`config.mk`:
```
export PLATFORM = sky130hd
export DESIGN_NAME = ooo_backend_top
export DESIGN_NICKNAME = d
export VERILOG_FILES = /design/src/hw/ooo_pkg.sv /design/src/hw/ooo_backend_top.sv /design/src/hw/commit_stage.sv /design/src/hw/reorder_buffer.sv /design/src/hw/exec_unit.sv /design/src/hw/rename_stage.sv
export SDC_FILE = /design/constraint.sdc
export NUM_CORES = 2
export LEC_CHECK = 0
export ABC_AREA = 0
export BUFFER_PORTS_ARGS = -buffer_cell sky130_fd_sc_hd__buf_4
export CORE_MARGIN = 2
export CORE_UTILIZATION = 45
export CTS_BUF_LIST = sky130_fd_sc_hd__clkbuf_16
export CTS_CLUSTER_SIZE = 10
export DETAILED_ROUTE_END_ITERATION = 6
export SLEW_MARGIN = 20
export SYNTH_ARGS = -nofsm -noshare
export SYNTH_HDL_FRONTEND = slang
export SYNTH_HIERARCHICAL = 1
export SYNTH_SLANG_ARGS = --single-unit
```
`constraint.sdc`:
```
create_clock -name clk -period 14.6 [get_ports clk]
set_input_delay 1.46 -clock clk [delete_from_list [all_inputs] [get_ports clk]]
set_output_delay 1.46 -clock clk [all_outputs]
set_load 0.01 [all_outputs]
```
`src/hw/ooo_pkg.sv`:
```
package ooo_pkg;

    // basic widths
    localparam int DATA_W = 32;
    localparam int REG_W  = 5;
    localparam int TAG_W  = 3;
    localparam int OP_W   = 3;

    typedef logic [DATA_W-1:0] data_t;
    // register 0 means no write
    typedef logic [REG_W-1:0]  reg_idx_t;
    typedef logic [TAG_W-1:0]  tag_t;
    typedef logic [OP_W-1:0]   op_t;

    // opcodes
    localparam op_t OP_ADD   = 3'd0;
    localparam op_t OP_SUB   = 3'd1;
    localparam op_t OP_XOR   = 3'd2;
    localparam op_t OP_MUL   = 3'd3;
    localparam op_t OP_BEQ   = 3'd4;
    localparam op_t OP_STORE = 3'd5;

    // one entry per tag value
    localparam int ROB_DEPTH = 1 << TAG_W;

    // execution latencies in cycles
    localparam int LAT_ALU   = 1;
    localparam int LAT_STORE = 2;
    localparam int LAT_MUL   = 3;
    localparam int MAX_LAT   = 3;

    // fall-through step of a not-taken branch
    localparam int BRANCH_STEP = 4;

endpackage
```
`src/hw/ooo_backend_top.sv`:
```
`timescale 1ns/100ps

module ooo_backend_top (
    input  logic              clk,
    input  logic              arst_n,
    input  logic              in_valid,
    input  ooo_pkg::op_t      in_op,
    input  ooo_pkg::reg_idx_t in_rd,
    input  ooo_pkg::data_t    in_a,
    input  ooo_pkg::data_t    in_b,
    input  ooo_pkg::data_t    in_imm,
    input  ooo_pkg::data_t    in_pc,
    input  logic              in_pred_taken,
    output logic              in_ready,
    output logic              commit_valid,
    output ooo_pkg::reg_idx_t commit_rd,
    output ooo_pkg::data_t    commit_data,
    output logic              store_valid,
    output ooo_pkg::data_t    store_addr,
    output ooo_pkg::data_t    store_data,
    output logic              redirect_valid,
    output ooo_pkg::data_t    redirect_pc
);

    // allocation
    logic              alloc_valid;
    ooo_pkg::op_t      alloc_op;
    ooo_pkg::reg_idx_t alloc_rd;
    logic              alloc_pred_taken;
    ooo_pkg::data_t    alloc_pc;
    logic              full;
    ooo_pkg::tag_t     tail_tag;

    // issue
    logic           iss_valid;
    logic           iss_ready;
    ooo_pkg::tag_t  iss_tag;
    ooo_pkg::op_t   iss_op;
    ooo_pkg::data_t iss_a;
    ooo_pkg::data_t iss_b;
    ooo_pkg::data_t iss_imm;
    ooo_pkg::data_t iss_pc;

    // results
    logic           res_valid;
    ooo_pkg::tag_t  res_tag;
    ooo_pkg::data_t res_data;
    logic           res_taken;
    ooo_pkg::data_t res_target;

    // head and flush
    logic              head_valid;
    logic              head_pop;
    ooo_pkg::op_t      head_op;
    ooo_pkg::reg_idx_t head_rd;
    ooo_pkg::data_t    head_data;
    logic              head_taken;
    logic              head_pred_taken;
    ooo_pkg::data_t    head_target;
    ooo_pkg::data_t    head_pc;
    logic              flush;

    rename_stage u_rename (
        .clk, .arst_n,
        .in_valid, .in_op, .in_rd, .in_a, .in_b, .in_imm, .in_pc, .in_pred_taken,
        .full, .tail_tag, .iss_ready, .flush, .in_ready,
        .alloc_valid, .alloc_op, .alloc_rd, .alloc_pred_taken, .alloc_pc,
        .iss_valid, .iss_tag, .iss_op, .iss_a, .iss_b, .iss_imm, .iss_pc
    );

    exec_unit u_exec (
        .clk, .arst_n,
        .iss_valid, .iss_tag, .iss_op, .iss_a, .iss_b, .iss_imm, .iss_pc,
        .flush, .iss_ready,
        .res_valid, .res_tag, .res_data, .res_taken, .res_target
    );

    reorder_buffer u_rob (
        .clk, .arst_n,
        .alloc_valid, .alloc_op, .alloc_rd, .alloc_pred_taken, .alloc_pc,
        .res_valid, .res_tag, .res_data, .res_taken, .res_target,
        .head_pop, .flush, .full, .tail_tag,
        .head_valid, .head_op, .head_rd, .head_data, .head_taken,
        .head_pred_taken, .head_target, .head_pc
    );

    commit_stage u_commit (
        .clk, .arst_n,
        .head_valid, .head_op, .head_rd, .head_data, .head_taken,
        .head_pred_taken, .head_target, .head_pc,
        .head_pop, .flush,
        .commit_valid, .commit_rd, .commit_data,
        .store_valid, .store_addr, .store_data,
        .redirect_valid, .redirect_pc
    );

endmodule

```
`src/hw/commit_stage.sv`:
```
`timescale 1ns/100ps

module commit_stage (
    input  logic              clk,
    input  logic              arst_n,
    input  logic              head_valid,
    input  ooo_pkg::op_t      head_op,
    input  ooo_pkg::reg_idx_t head_rd,
    input  ooo_pkg::data_t    head_data,
    input  logic              head_taken,
    input  logic              head_pred_taken,
    input  ooo_pkg::data_t    head_target,
    input  ooo_pkg::data_t    head_pc,
    output logic              head_pop,
    output logic              flush,
    output logic              commit_valid,
    output ooo_pkg::reg_idx_t commit_rd,
    output ooo_pkg::data_t    commit_data,
    output logic              store_valid,
    output ooo_pkg::data_t    store_addr,
    output ooo_pkg::data_t    store_data,
    output logic              redirect_valid,
    output ooo_pkg::data_t    redirect_pc
);

    logic is_store;
    logic is_branch;
    logic mispredict;

    assign is_store   = (head_op == ooo_pkg::OP_STORE);
    assign is_branch  = (head_op == ooo_pkg::OP_BEQ);
    assign mispredict = is_branch && (head_taken != head_pred_taken);

    // nothing retires while the flush is going out
    assign head_pop = head_valid && !flush;

    always_ff @(posedge clk or negedge arst_n) begin
        if (!arst_n) begin
            commit_valid   <= 1'b0;
            store_valid    <= 1'b0;
            redirect_valid <= 1'b0;
            flush          <= 1'b0;
        end else begin
            commit_valid   <= head_pop && !is_store && !is_branch && (head_rd != '0);
            store_valid    <= head_pop && is_store;
            redirect_valid <= head_pop && mispredict;
            flush          <= head_pop && mispredict;
        end
    end

    always_ff @(posedge clk) begin
        commit_rd   <= head_rd;
        commit_data <= head_data;
        store_addr  <= head_target;
        store_data  <= head_data;
        // fetch resumes on the path the branch really took
        redirect_pc <= head_taken ? head_target
                                  : head_pc + ooo_pkg::data_t'(ooo_pkg::BRANCH_STEP);
    end

endmodule

```
`src/hw/reorder_buffer.sv`:
```
`timescale 1ns/100ps

module reorder_buffer (
    input  logic              clk,
    input  logic              arst_n,
    input  logic              alloc_valid,
    input  ooo_pkg::op_t      alloc_op,
    input  ooo_pkg::reg_idx_t alloc_rd,
    input  logic              alloc_pred_taken,
    input  ooo_pkg::data_t    alloc_pc,
    input  logic              res_valid,
    input  ooo_pkg::tag_t     res_tag,
    input  ooo_pkg::data_t    res_data,
    input  logic              res_taken,
    input  ooo_pkg::data_t    res_target,
    input  logic              head_pop,
    input  logic              flush,
    output logic              full,
    output ooo_pkg::tag_t     tail_tag,
    output logic              head_valid,
    output ooo_pkg::op_t      head_op,
    output ooo_pkg::reg_idx_t head_rd,
    output ooo_pkg::data_t    head_data,
    output logic              head_taken,
    output logic              head_pred_taken,
    output ooo_pkg::data_t    head_target,
    output ooo_pkg::data_t    head_pc
);

    localparam int DEPTH = ooo_pkg::ROB_DEPTH;

    // per-entry flags
    logic [DEPTH-1:0] busy;
    logic [DEPTH-1:0] done;

    // filled at allocation
    ooo_pkg::op_t      ent_op         [DEPTH];
    ooo_pkg::reg_idx_t ent_rd         [DEPTH];
    logic              ent_pred_taken [DEPTH];
    ooo_pkg::data_t    ent_pc         [DEPTH];

    // filled at completion
    ooo_pkg::data_t ent_data   [DEPTH];
    logic           ent_taken  [DEPTH];
    ooo_pkg::data_t ent_target [DEPTH];

    ooo_pkg::tag_t             head_ptr;
    ooo_pkg::tag_t             tail_ptr;
    logic [ooo_pkg::TAG_W:0]   count;

    assign full     = (count == ooo_pkg::TAG_W'(0) + DEPTH);
    assign tail_tag = tail_ptr;

    // oldest entry, offered once its result is in
    assign head_valid      = busy[head_ptr] && done[head_ptr];
    assign head_op         = ent_op[head_ptr];
    assign head_rd         = ent_rd[head_ptr];
    assign head_data       = ent_data[head_ptr];
    assign head_taken      = ent_taken[head_ptr];
    assign head_pred_taken = ent_pred_taken[head_ptr];
    assign head_target     = ent_target[head_ptr];
    assign head_pc         = ent_pc[head_ptr];

    always_ff @(posedge clk or negedge arst_n) begin
        if (!arst_n) begin
            busy     <= '0;
            done     <= '0;
            head_ptr <= '0;
            tail_ptr <= '0;
            count    <= '0;
        end else if (flush) begin
            // mispredict drops everything still in flight
            busy     <= '0;
            done     <= '0;
            head_ptr <= '0;
            tail_ptr <= '0;
            count    <= '0;
        end else begin
            if (head_pop) begin
                busy[head_ptr] <= 1'b0;
                done[head_ptr] <= 1'b0;
                head_ptr       <= head_ptr + 1'b1;
            end
            if (res_valid) begin
                done[res_tag] <= 1'b1;
            end
            if (alloc_valid) begin
                busy[tail_ptr] <= 1'b1;
                done[tail_ptr] <= 1'b0;
                tail_ptr       <= tail_ptr + 1'b1;
            end
            count <= count + (alloc_valid ? 1'b1 : 1'b0) - (head_pop ? 1'b1 : 1'b0);
        end
    end

    always_ff @(posedge clk) begin
        if (alloc_valid) begin
            ent_op[tail_ptr]         <= alloc_op;
            ent_rd[tail_ptr]         <= alloc_rd;
            ent_pred_taken[tail_ptr] <= alloc_pred_taken;
            ent_pc[tail_ptr]         <= alloc_pc;
        end
        if (res_valid) begin
            ent_data[res_tag]   <= res_data;
            ent_taken[res_tag]  <= res_taken;
            ent_target[res_tag] <= res_target;
        end
    end

    // exec only returns tags that rename handed out
    a_res_to_busy: assert property (@(posedge clk) disable iff (!arst_n)
        res_valid |-> busy[res_tag] && !done[res_tag]);

    a_pop_needs_head: assert property (@(posedge clk) disable iff (!arst_n)
        head_pop |-> head_valid);

endmodule

```
`src/hw/exec_unit.sv`:
```
`timescale 1ns/100ps

module exec_unit (
    input  logic           clk,
    input  logic           arst_n,
    input  logic           iss_valid,
    input  ooo_pkg::tag_t  iss_tag,
    input  ooo_pkg::op_t   iss_op,
    input  ooo_pkg::data_t iss_a,
    input  ooo_pkg::data_t iss_b,
    input  ooo_pkg::data_t iss_imm,
    input  ooo_pkg::data_t iss_pc,
    input  logic           flush,
    output logic           iss_ready,
    output logic           res_valid,
    output ooo_pkg::tag_t  res_tag,
    output ooo_pkg::data_t res_data,
    output logic           res_taken,
    output ooo_pkg::data_t res_target
);

    localparam int NSLOT = ooo_pkg::MAX_LAT;

    // slot 0 drives the result port, higher slots are further away
    logic [NSLOT-1:0] slot_valid;
    logic [NSLOT-1:0] shifted_valid;
    ooo_pkg::tag_t    slot_tag    [NSLOT];
    ooo_pkg::data_t   slot_data   [NSLOT];
    logic             slot_taken  [NSLOT];
    ooo_pkg::data_t   slot_target [NSLOT];

    logic [1:0]     iss_lat;
    logic           iss_fire;
    ooo_pkg::data_t calc_data;
    logic           calc_taken;
    ooo_pkg::data_t calc_target;

    // occupancy after this cycle's shift
    assign shifted_valid = {1'b0, slot_valid[NSLOT-1:1]};

    always_comb begin
        case (iss_op)
            ooo_pkg::OP_MUL:   iss_lat = 2'(ooo_pkg::LAT_MUL);
            ooo_pkg::OP_STORE: iss_lat = 2'(ooo_pkg::LAT_STORE);
            default:           iss_lat = 2'(ooo_pkg::LAT_ALU);
        endcase
    end

    assign iss_ready = !shifted_valid[iss_lat-1];
    assign iss_fire  = iss_valid && iss_ready;

    // whole result computed at issue, the slot only delays it
    always_comb begin
        calc_data   = '0;
        calc_taken  = 1'b0;
        calc_target = '0;
        case (iss_op)
            ooo_pkg::OP_ADD: calc_data = iss_a + iss_b;
            ooo_pkg::OP_SUB: calc_data = iss_a - iss_b;
            ooo_pkg::OP_XOR: calc_data = iss_a ^ iss_b;
            ooo_pkg::OP_MUL: calc_data = iss_a * iss_b;
            ooo_pkg::OP_BEQ: begin
                calc_taken  = (iss_a == iss_b);
                calc_target = iss_pc + iss_imm;
            end
            ooo_pkg::OP_STORE: begin
                // store data and address
                calc_data   = iss_b;
                calc_target = iss_a + iss_imm;
            end
            default: calc_data = '0;
        endcase
    end

    always_ff @(posedge clk or negedge arst_n) begin
        if (!arst_n) begin
            slot_valid <= '0;
        end else if (flush) begin
            slot_valid <= '0;
        end else begin
            slot_valid <= shifted_valid;
            if (iss_fire) begin
                slot_valid[iss_lat-1] <= 1'b1;
            end
        end
    end

    always_ff @(posedge clk) begin
        for (int i = 0; i < NSLOT - 1; i++) begin
            slot_tag[i]    <= slot_tag[i+1];
            slot_data[i]   <= slot_data[i+1];
            slot_taken[i]  <= slot_taken[i+1];
            slot_target[i] <= slot_target[i+1];
        end
        if (iss_fire) begin
            slot_tag[iss_lat-1]    <= iss_tag;
            slot_data[iss_lat-1]   <= calc_data;
            slot_taken[iss_lat-1]  <= calc_taken;
            slot_target[iss_lat-1] <= calc_target;
        end
    end

    assign res_valid  = slot_valid[0];
    assign res_tag    = slot_tag[0];
    assign res_data   = slot_data[0];
    assign res_taken  = slot_taken[0];
    assign res_target = slot_target[0];

    // an issued op comes out untouched after its latency, so no slot was overwritten
    for (genvar l = 1; l <= NSLOT; l++) begin : g_lat_chk
        a_slot_kept: assert property (@(posedge clk) disable iff (!arst_n || flush)
            iss_fire && iss_lat == l |-> ##l (res_valid && res_tag == $past(iss_tag, l)));
    end

endmodule

```
`src/hw/rename_stage.sv`:
```
`timescale 1ns/100ps

module rename_stage (
    input  logic              clk,
    input  logic              arst_n,
    input  logic              in_valid,
    input  ooo_pkg::op_t      in_op,
    input  ooo_pkg::reg_idx_t in_rd,
    input  ooo_pkg::data_t    in_a,
    input  ooo_pkg::data_t    in_b,
    input  ooo_pkg::data_t    in_imm,
    input  ooo_pkg::data_t    in_pc,
    input  logic              in_pred_taken,
    input  logic              full,
    input  ooo_pkg::tag_t     tail_tag,
    input  logic              iss_ready,
    input  logic              flush,
    output logic              in_ready,
    output logic              alloc_valid,
    output ooo_pkg::op_t      alloc_op,
    output ooo_pkg::reg_idx_t alloc_rd,
    output logic              alloc_pred_taken,
    output ooo_pkg::data_t    alloc_pc,
    output logic              iss_valid,
    output ooo_pkg::tag_t     iss_tag,
    output ooo_pkg::op_t      iss_op,
    output ooo_pkg::data_t    iss_a,
    output ooo_pkg::data_t    iss_b,
    output ooo_pkg::data_t    iss_imm,
    output ooo_pkg::data_t    iss_pc
);

    // keeps in_ready low until the first cycle out of reset
    logic started;
    logic accept;

    // issue register is free if empty or draining into exec this cycle
    assign in_ready = started && !full && !flush && (!iss_valid || iss_ready);
    assign accept   = in_valid && in_ready;

    // allocation goes straight to the tail of the buffer
    assign alloc_valid      = accept;
    assign alloc_op         = in_op;
    assign alloc_rd         = in_rd;
    assign alloc_pred_taken = in_pred_taken;
    assign alloc_pc         = in_pc;

    always_ff @(posedge clk or negedge arst_n) begin
        if (!arst_n) begin
            started   <= 1'b0;
            iss_valid <= 1'b0;
        end else begin
            started <= 1'b1;
            if (flush) begin
                iss_valid <= 1'b0;
            end else if (accept) begin
                iss_valid <= 1'b1;
            end else if (iss_ready) begin
                iss_valid <= 1'b0;
            end
        end
    end

    // operands and the tag the buffer handed out
    always_ff @(posedge clk) begin
        if (accept) begin
            iss_tag <= tail_tag;
            iss_op  <= in_op;
            iss_a   <= in_a;
            iss_b   <= in_b;
            iss_imm <= in_imm;
            iss_pc  <= in_pc;
        end
    end

    a_no_alloc_when_full: assert property (@(posedge clk) disable iff (!arst_n)
        alloc_valid |-> !full);

endmodule

```
==> results list <==
- Routed vias: 46,539
- Synth Area in Compound Gates: 9.51%
* Standard-cell rows: 144
- In this run the horizontal extent of the chip is 398 um.
- The first detailed-routing pass took 6 iterations.
- Global routing met2 resource utilization: 41.7%
- Synthesized netlist net count: 6,461
- Global placement routability congestion: 0.926
- The flow ran to the end, and the final reports show no timing, DRC or antenna violations.
- Max-cap violations in this run came to 0.
- TritonCTS sink count: 1,321
- Worst Clk Skew: 49.4 ps
- HP Start: u_exec/slot_tag[1][1]
* Tightest slew margin relative to the limit: 14.6%
* Startpoint of the worst register-to-register path: u_rename/iss_b[7]
- DRC: 0
* Area share of xor/xnor cells in the synthesized design: 1.79%
- In this run the mean area of a mapped cell was 12.3 um2.
* Vias/cell: 5.80
- Hold WC Path Type: reg -> reg
* Non-filler cells, final: 8,026
- Final critical-path required period: 7890 ps
* Cells after synthesis: 5,685
- CP required: 15,130 ps
- Entering global routing, the biggest net connects 138 pins.
- Post-synthesis mux area share: 4.64%
- For the final routed database, the setup TNS stands at 0 ps.
* WP data arrival: 8420 ps
* Smallest setup slack after layout: 6710 ps
- The first routing iteration left 4,583 violations.
- Post-detail-place hpwl: 142 mm
* Clock-pin slew of the registers on the worst-case setup and hold paths: 60 ps
* Main combinational cell family by area after synthesis: adder cells
* Number of antenna violations at the first check in global routing: 21
- Dividing the detail-routed wire length by the instance count gives 26.8 um.
- Fraction of layout cells with a size suffix above 1: 13.9%
- Clock latency on the worst-skew pair: 810 ps
- Measured along the y axis, the die boundary spans 398 um.
- The count of buffers added on input and output ports is 276.
* Hold WS: 407 ps
- The cell sitting at the root of the clock tree is a sky130_fd_sc_hd__clkbuf_16.
- STA classifies the critical path endpoint as a flop.
- Summed over all layers, the routed wires come to 215 mm.
* Net total in the final layout: 6,622
- Global routing consumed, over all layers together, 27.0% of the routing resources.
* Transition at the pin with the smallest max-transition slack: 1270 ps
- Async set or reset register ratio after synthesis: 2.57%
* Share of synthesized area occupied by flip-flops and latches: 53.0%
* Met1 usage: 38.6%
- STA classifies the critical path startpoint as a flop.
* Critical setup path kind: reg -> reg
- The floorplan step defined a die boundary enclosing 159,000 um2.
- The Yosys step of the flow raised 6 warnings.
- The H-tree was split into 4 levels.
- In this run, synthesis inferred 1,050 flip-flops with an integrated enable.
- Ys flop type: sky130_fd_sc_hd__edfxtp_1
- Unrepaired setup endpoints after global routing: no
- Summing the areas of all and, or, nand and nor instances in the mapped netlist gives 9.96% of the synthesized area.
- Setup violations remaining at the end of the flow were counted as 0.
- Crit path max fanout: 25
* Floorplan core area: 154,000 um2
* Layer with the highest usage after global routing: met2
- After clock tree synthesis, the repair step resized 0 gates.
- Crit share post-route: 54.0%
* Residual overflow from global routing: 0
- The hold violation count in the final report is 0.
- The number of clock buffers added by TritonCTS is 156.
* Number of routed nets with antenna violations: 0
* TritonCTS clock tree: done
* Clock Tree Buf Depth: 3
* Postcts setup bufs: 0
- Peak clock frequency supported by timing: 0.127 GHz
* Adder-cell share of the synthesized area: 15.8%
* # placed instances: 7,731
- The initial utilization of the core area, before any placement, comes to 45.4%.
- Synthesized cell area: 70,000 um2
- The number of global-route vias before repair came to 46,061.
- The area growth from synthesis to layout is 12.1%.
- Worst Setup Slack post-DPL: 6590 ps
* Number of buffers inserted by hold repair at cts: 0
* Launching element of the worst setup path: u_rename/iss_b[7]
- In the global route stage, met3 resource usage came out at 4.96%.
* Max-slew violation total from the final report: 0
* Number of storage elements in the synthesis netlist: 1,321
- Synthesis instantiated 103 different standard cells from the library.
- The first global-routing pass estimated 314 mm of wire.
- 277 I/O pins were placed.
## per-layer routing
| metal | up-vias | share of wire (%) |
|---|---|---|
| li1 | 20293 | - |
| met1 | 23784 | 43 |
| met2 | 2112 | 45 |
| met3 | 342 | 8.3 |
| met4 | 8 | 3.3 |
| met5 | - | 0.022 |
## final timing paths
check                                                to  slack (ps)  depth (start not counted)
max in group asynchronous             u_rob/head_ptr[2]       13550                          1
worst min register to register    u_exec/slot_tag[0][1]         410                          2
worst min-delay path              u_exec/slot_tag[0][1]         410                          2
min in group asynchronous         u_commit/commit_valid         630                          1
worst max-delay path            u_exec/slot_data[2][31]        6710                         20
worst max register to register  u_exec/slot_data[2][31]        6710                         20
## worst max-delay path, stage by stage (launching register included)
cell and delay (ps):
sky130_fd_sc_hd__edfxtp_1 1010, sky130_fd_sc_hd__ha_1 460, sky130_fd_sc_hd__fa_1 490, sky130_fd_sc_hd__fa_1 450, sky130_fd_sc_hd__fa_1 550, sky130_fd_sc_hd__inv_1 50
sky130_fd_sc_hd__fa_1 360, sky130_fd_sc_hd__inv_1 90, sky130_fd_sc_hd__fa_1 390, sky130_fd_sc_hd__ha_1 300, sky130_fd_sc_hd__fa_1 500, sky130_fd_sc_hd__fa_1 410
sky130_fd_sc_hd__ha_1 440, sky130_fd_sc_hd__a211oi_1 110, sky130_fd_sc_hd__a31oi_1 460, sky130_fd_sc_hd__nand4_1 310, sky130_fd_sc_hd__o2111a_1 350, sky130_fd_sc_hd__o31ai_1 410
sky130_fd_sc_hd__a31oi_1 160, sky130_fd_sc_hd__xnor2_1 210, sky130_fd_sc_hd__o211ai_1 100
## cell families (layout without fill, tap and decap cells)
logic type | after synthesis | count (layout)
AOI/OAI and AO/OA | 957 | 957
adders and majority gates | 636 | 636
DFF | 1321 | 1321
muxes | 287 | 287
buffers and inverters | 853 | 1143
xor gates and xnor gates | 143 | 143
and+or+nand+nor | 1487 | 1487
other | 1 | 8
## per-stage QoR
step | util, % | cell area [um2]
floorplan | - | 70000
global placement | 47.8 | 73800
detailed placement | 47.8 | 73800
CTS | 50.9 | 78500
global route | 50.9 | 78500
finish | 50.9 | 78500
## state kept, by name, summed over array words and instances (netlist names), 24 cells and up
register / cells
u_commit/store_addr: 32
u_rob/ent_data: 256
u_rob/ent_target: 256
u_exec/slot_data: 96
u_exec/slot_target: 96
u_rob/ent_pc: 256
u_rob/ent_op: 24
u_rename/iss_b: 32
u_commit/redirect_pc: 32
u_rob/ent_rd: 40
u_rename/iss_a: 32
u_commit/commit_data: 32
u_rename/iss_pc: 32
u_rename/iss_imm: 32
## cells in the mapped netlist, drive strengths merged, types with 6 or more instances
| cell | number | share of area (%) |
|---|---|---|
| edfxtp | 1050 | 45 |
| a22o | 24 | 0.30 |
| ha | 224 | 4.0 |
| mux2i | 81 | 1.2 |
| nor2 | 273 | 1.5 |
| xor2 | 40 | 0.50 |
| o31ai | 30 | 0.32 |
| nor4 | 17 | 0.15 |
| a21o | 38 | 0.41 |
| dfrtp | 34 | 1.2 |
| mux2 | 204 | 3.4 |
| nor2b | 26 | 0.25 |
| dfxtp | 237 | 6.8 |
| o21a | 18 | 0.19 |
| clkbuf | 201 | 1.1 |
| or3 | 13 | 0.12 |
| fa | 412 | 12 |
| and2 | 293 | 2.6 |
| o21bai | 17 | 0.18 |
| buf | 184 | 1.7 |
| a21oi | 175 | 1.3 |
| a221o | 10 | 0.14 |
| a31oi | 32 | 0.29 |
| o2bb2ai | 18 | 0.23 |
| xnor2 | 103 | 1.3 |
| or4 | 10 | 0.11 |
| o221ai | 43 | 0.54 |
| nand3 | 36 | 0.26 |
| a221oi | 117 | 1.5 |
| a211oi | 30 | 0.33 |
| nor3 | 51 | 0.36 |
| nor3b | 6 | 0.064 |
| and3 | 16 | 0.14 |
| o21ai | 156 | 1.1 |
| nand2 | 669 | 3.6 |
| o211ai | 28 | 0.30 |
| a22oi | 100 | 1.1 |
| o22ai | 63 | 0.56 |
| nand4 | 18 | 0.19 |
| inv | 465 | 2.5 |
| nand2b | 31 | 0.28 |
## final cells by class
| cell class | count | area, um2 |
|---|---|---|
| fillers | 13435 | 75700 |
| flip-flops and latches | 1321 | 37100 |
| multi-input cells | 3511 | 29400 |
| inverters | 466 | 1750 |
| well taps | 2044 | 2560 |
| clock buffers | 156 | 3900 |
| diodes | 7 | 17.5 |
| clock inverters | 131 | 788 |
| repair buffers | 390 | 2990 |
## placed cells by master, fill, tap and decap left out, drive strengths merged, types with 13 or more instances in the layout
cell type / count
a221oi: 117
o22ai: 63
dfxtp: 237
clkbuf: 156
or3: 13
inv: 572
nand2b: 31
dfrtp: 34
a21oi: 175
edfxtp: 1050
nand2: 669
fa: 412
and3: 16
nor4: 17
o31ai: 30
a21o: 38
nor3: 51
o2bb2ai: 18
mux2: 204
a211oi: 30
a22oi: 100
o211ai: 28
nor2b: 26
a31oi: 32
nor2: 273
xnor2: 103
and2: 293
o221ai: 43
o21ai: 156
o21a: 18
nand3: 36
buf: 390
clkinv: 23
mux2i: 81
ha: 224
xor2: 40
nand4: 18
o21bai: 17
a22o: 24
Power is not shown: default switching activity piles up to over one toggle a cycle in this logic, so the estimate is an artifact.
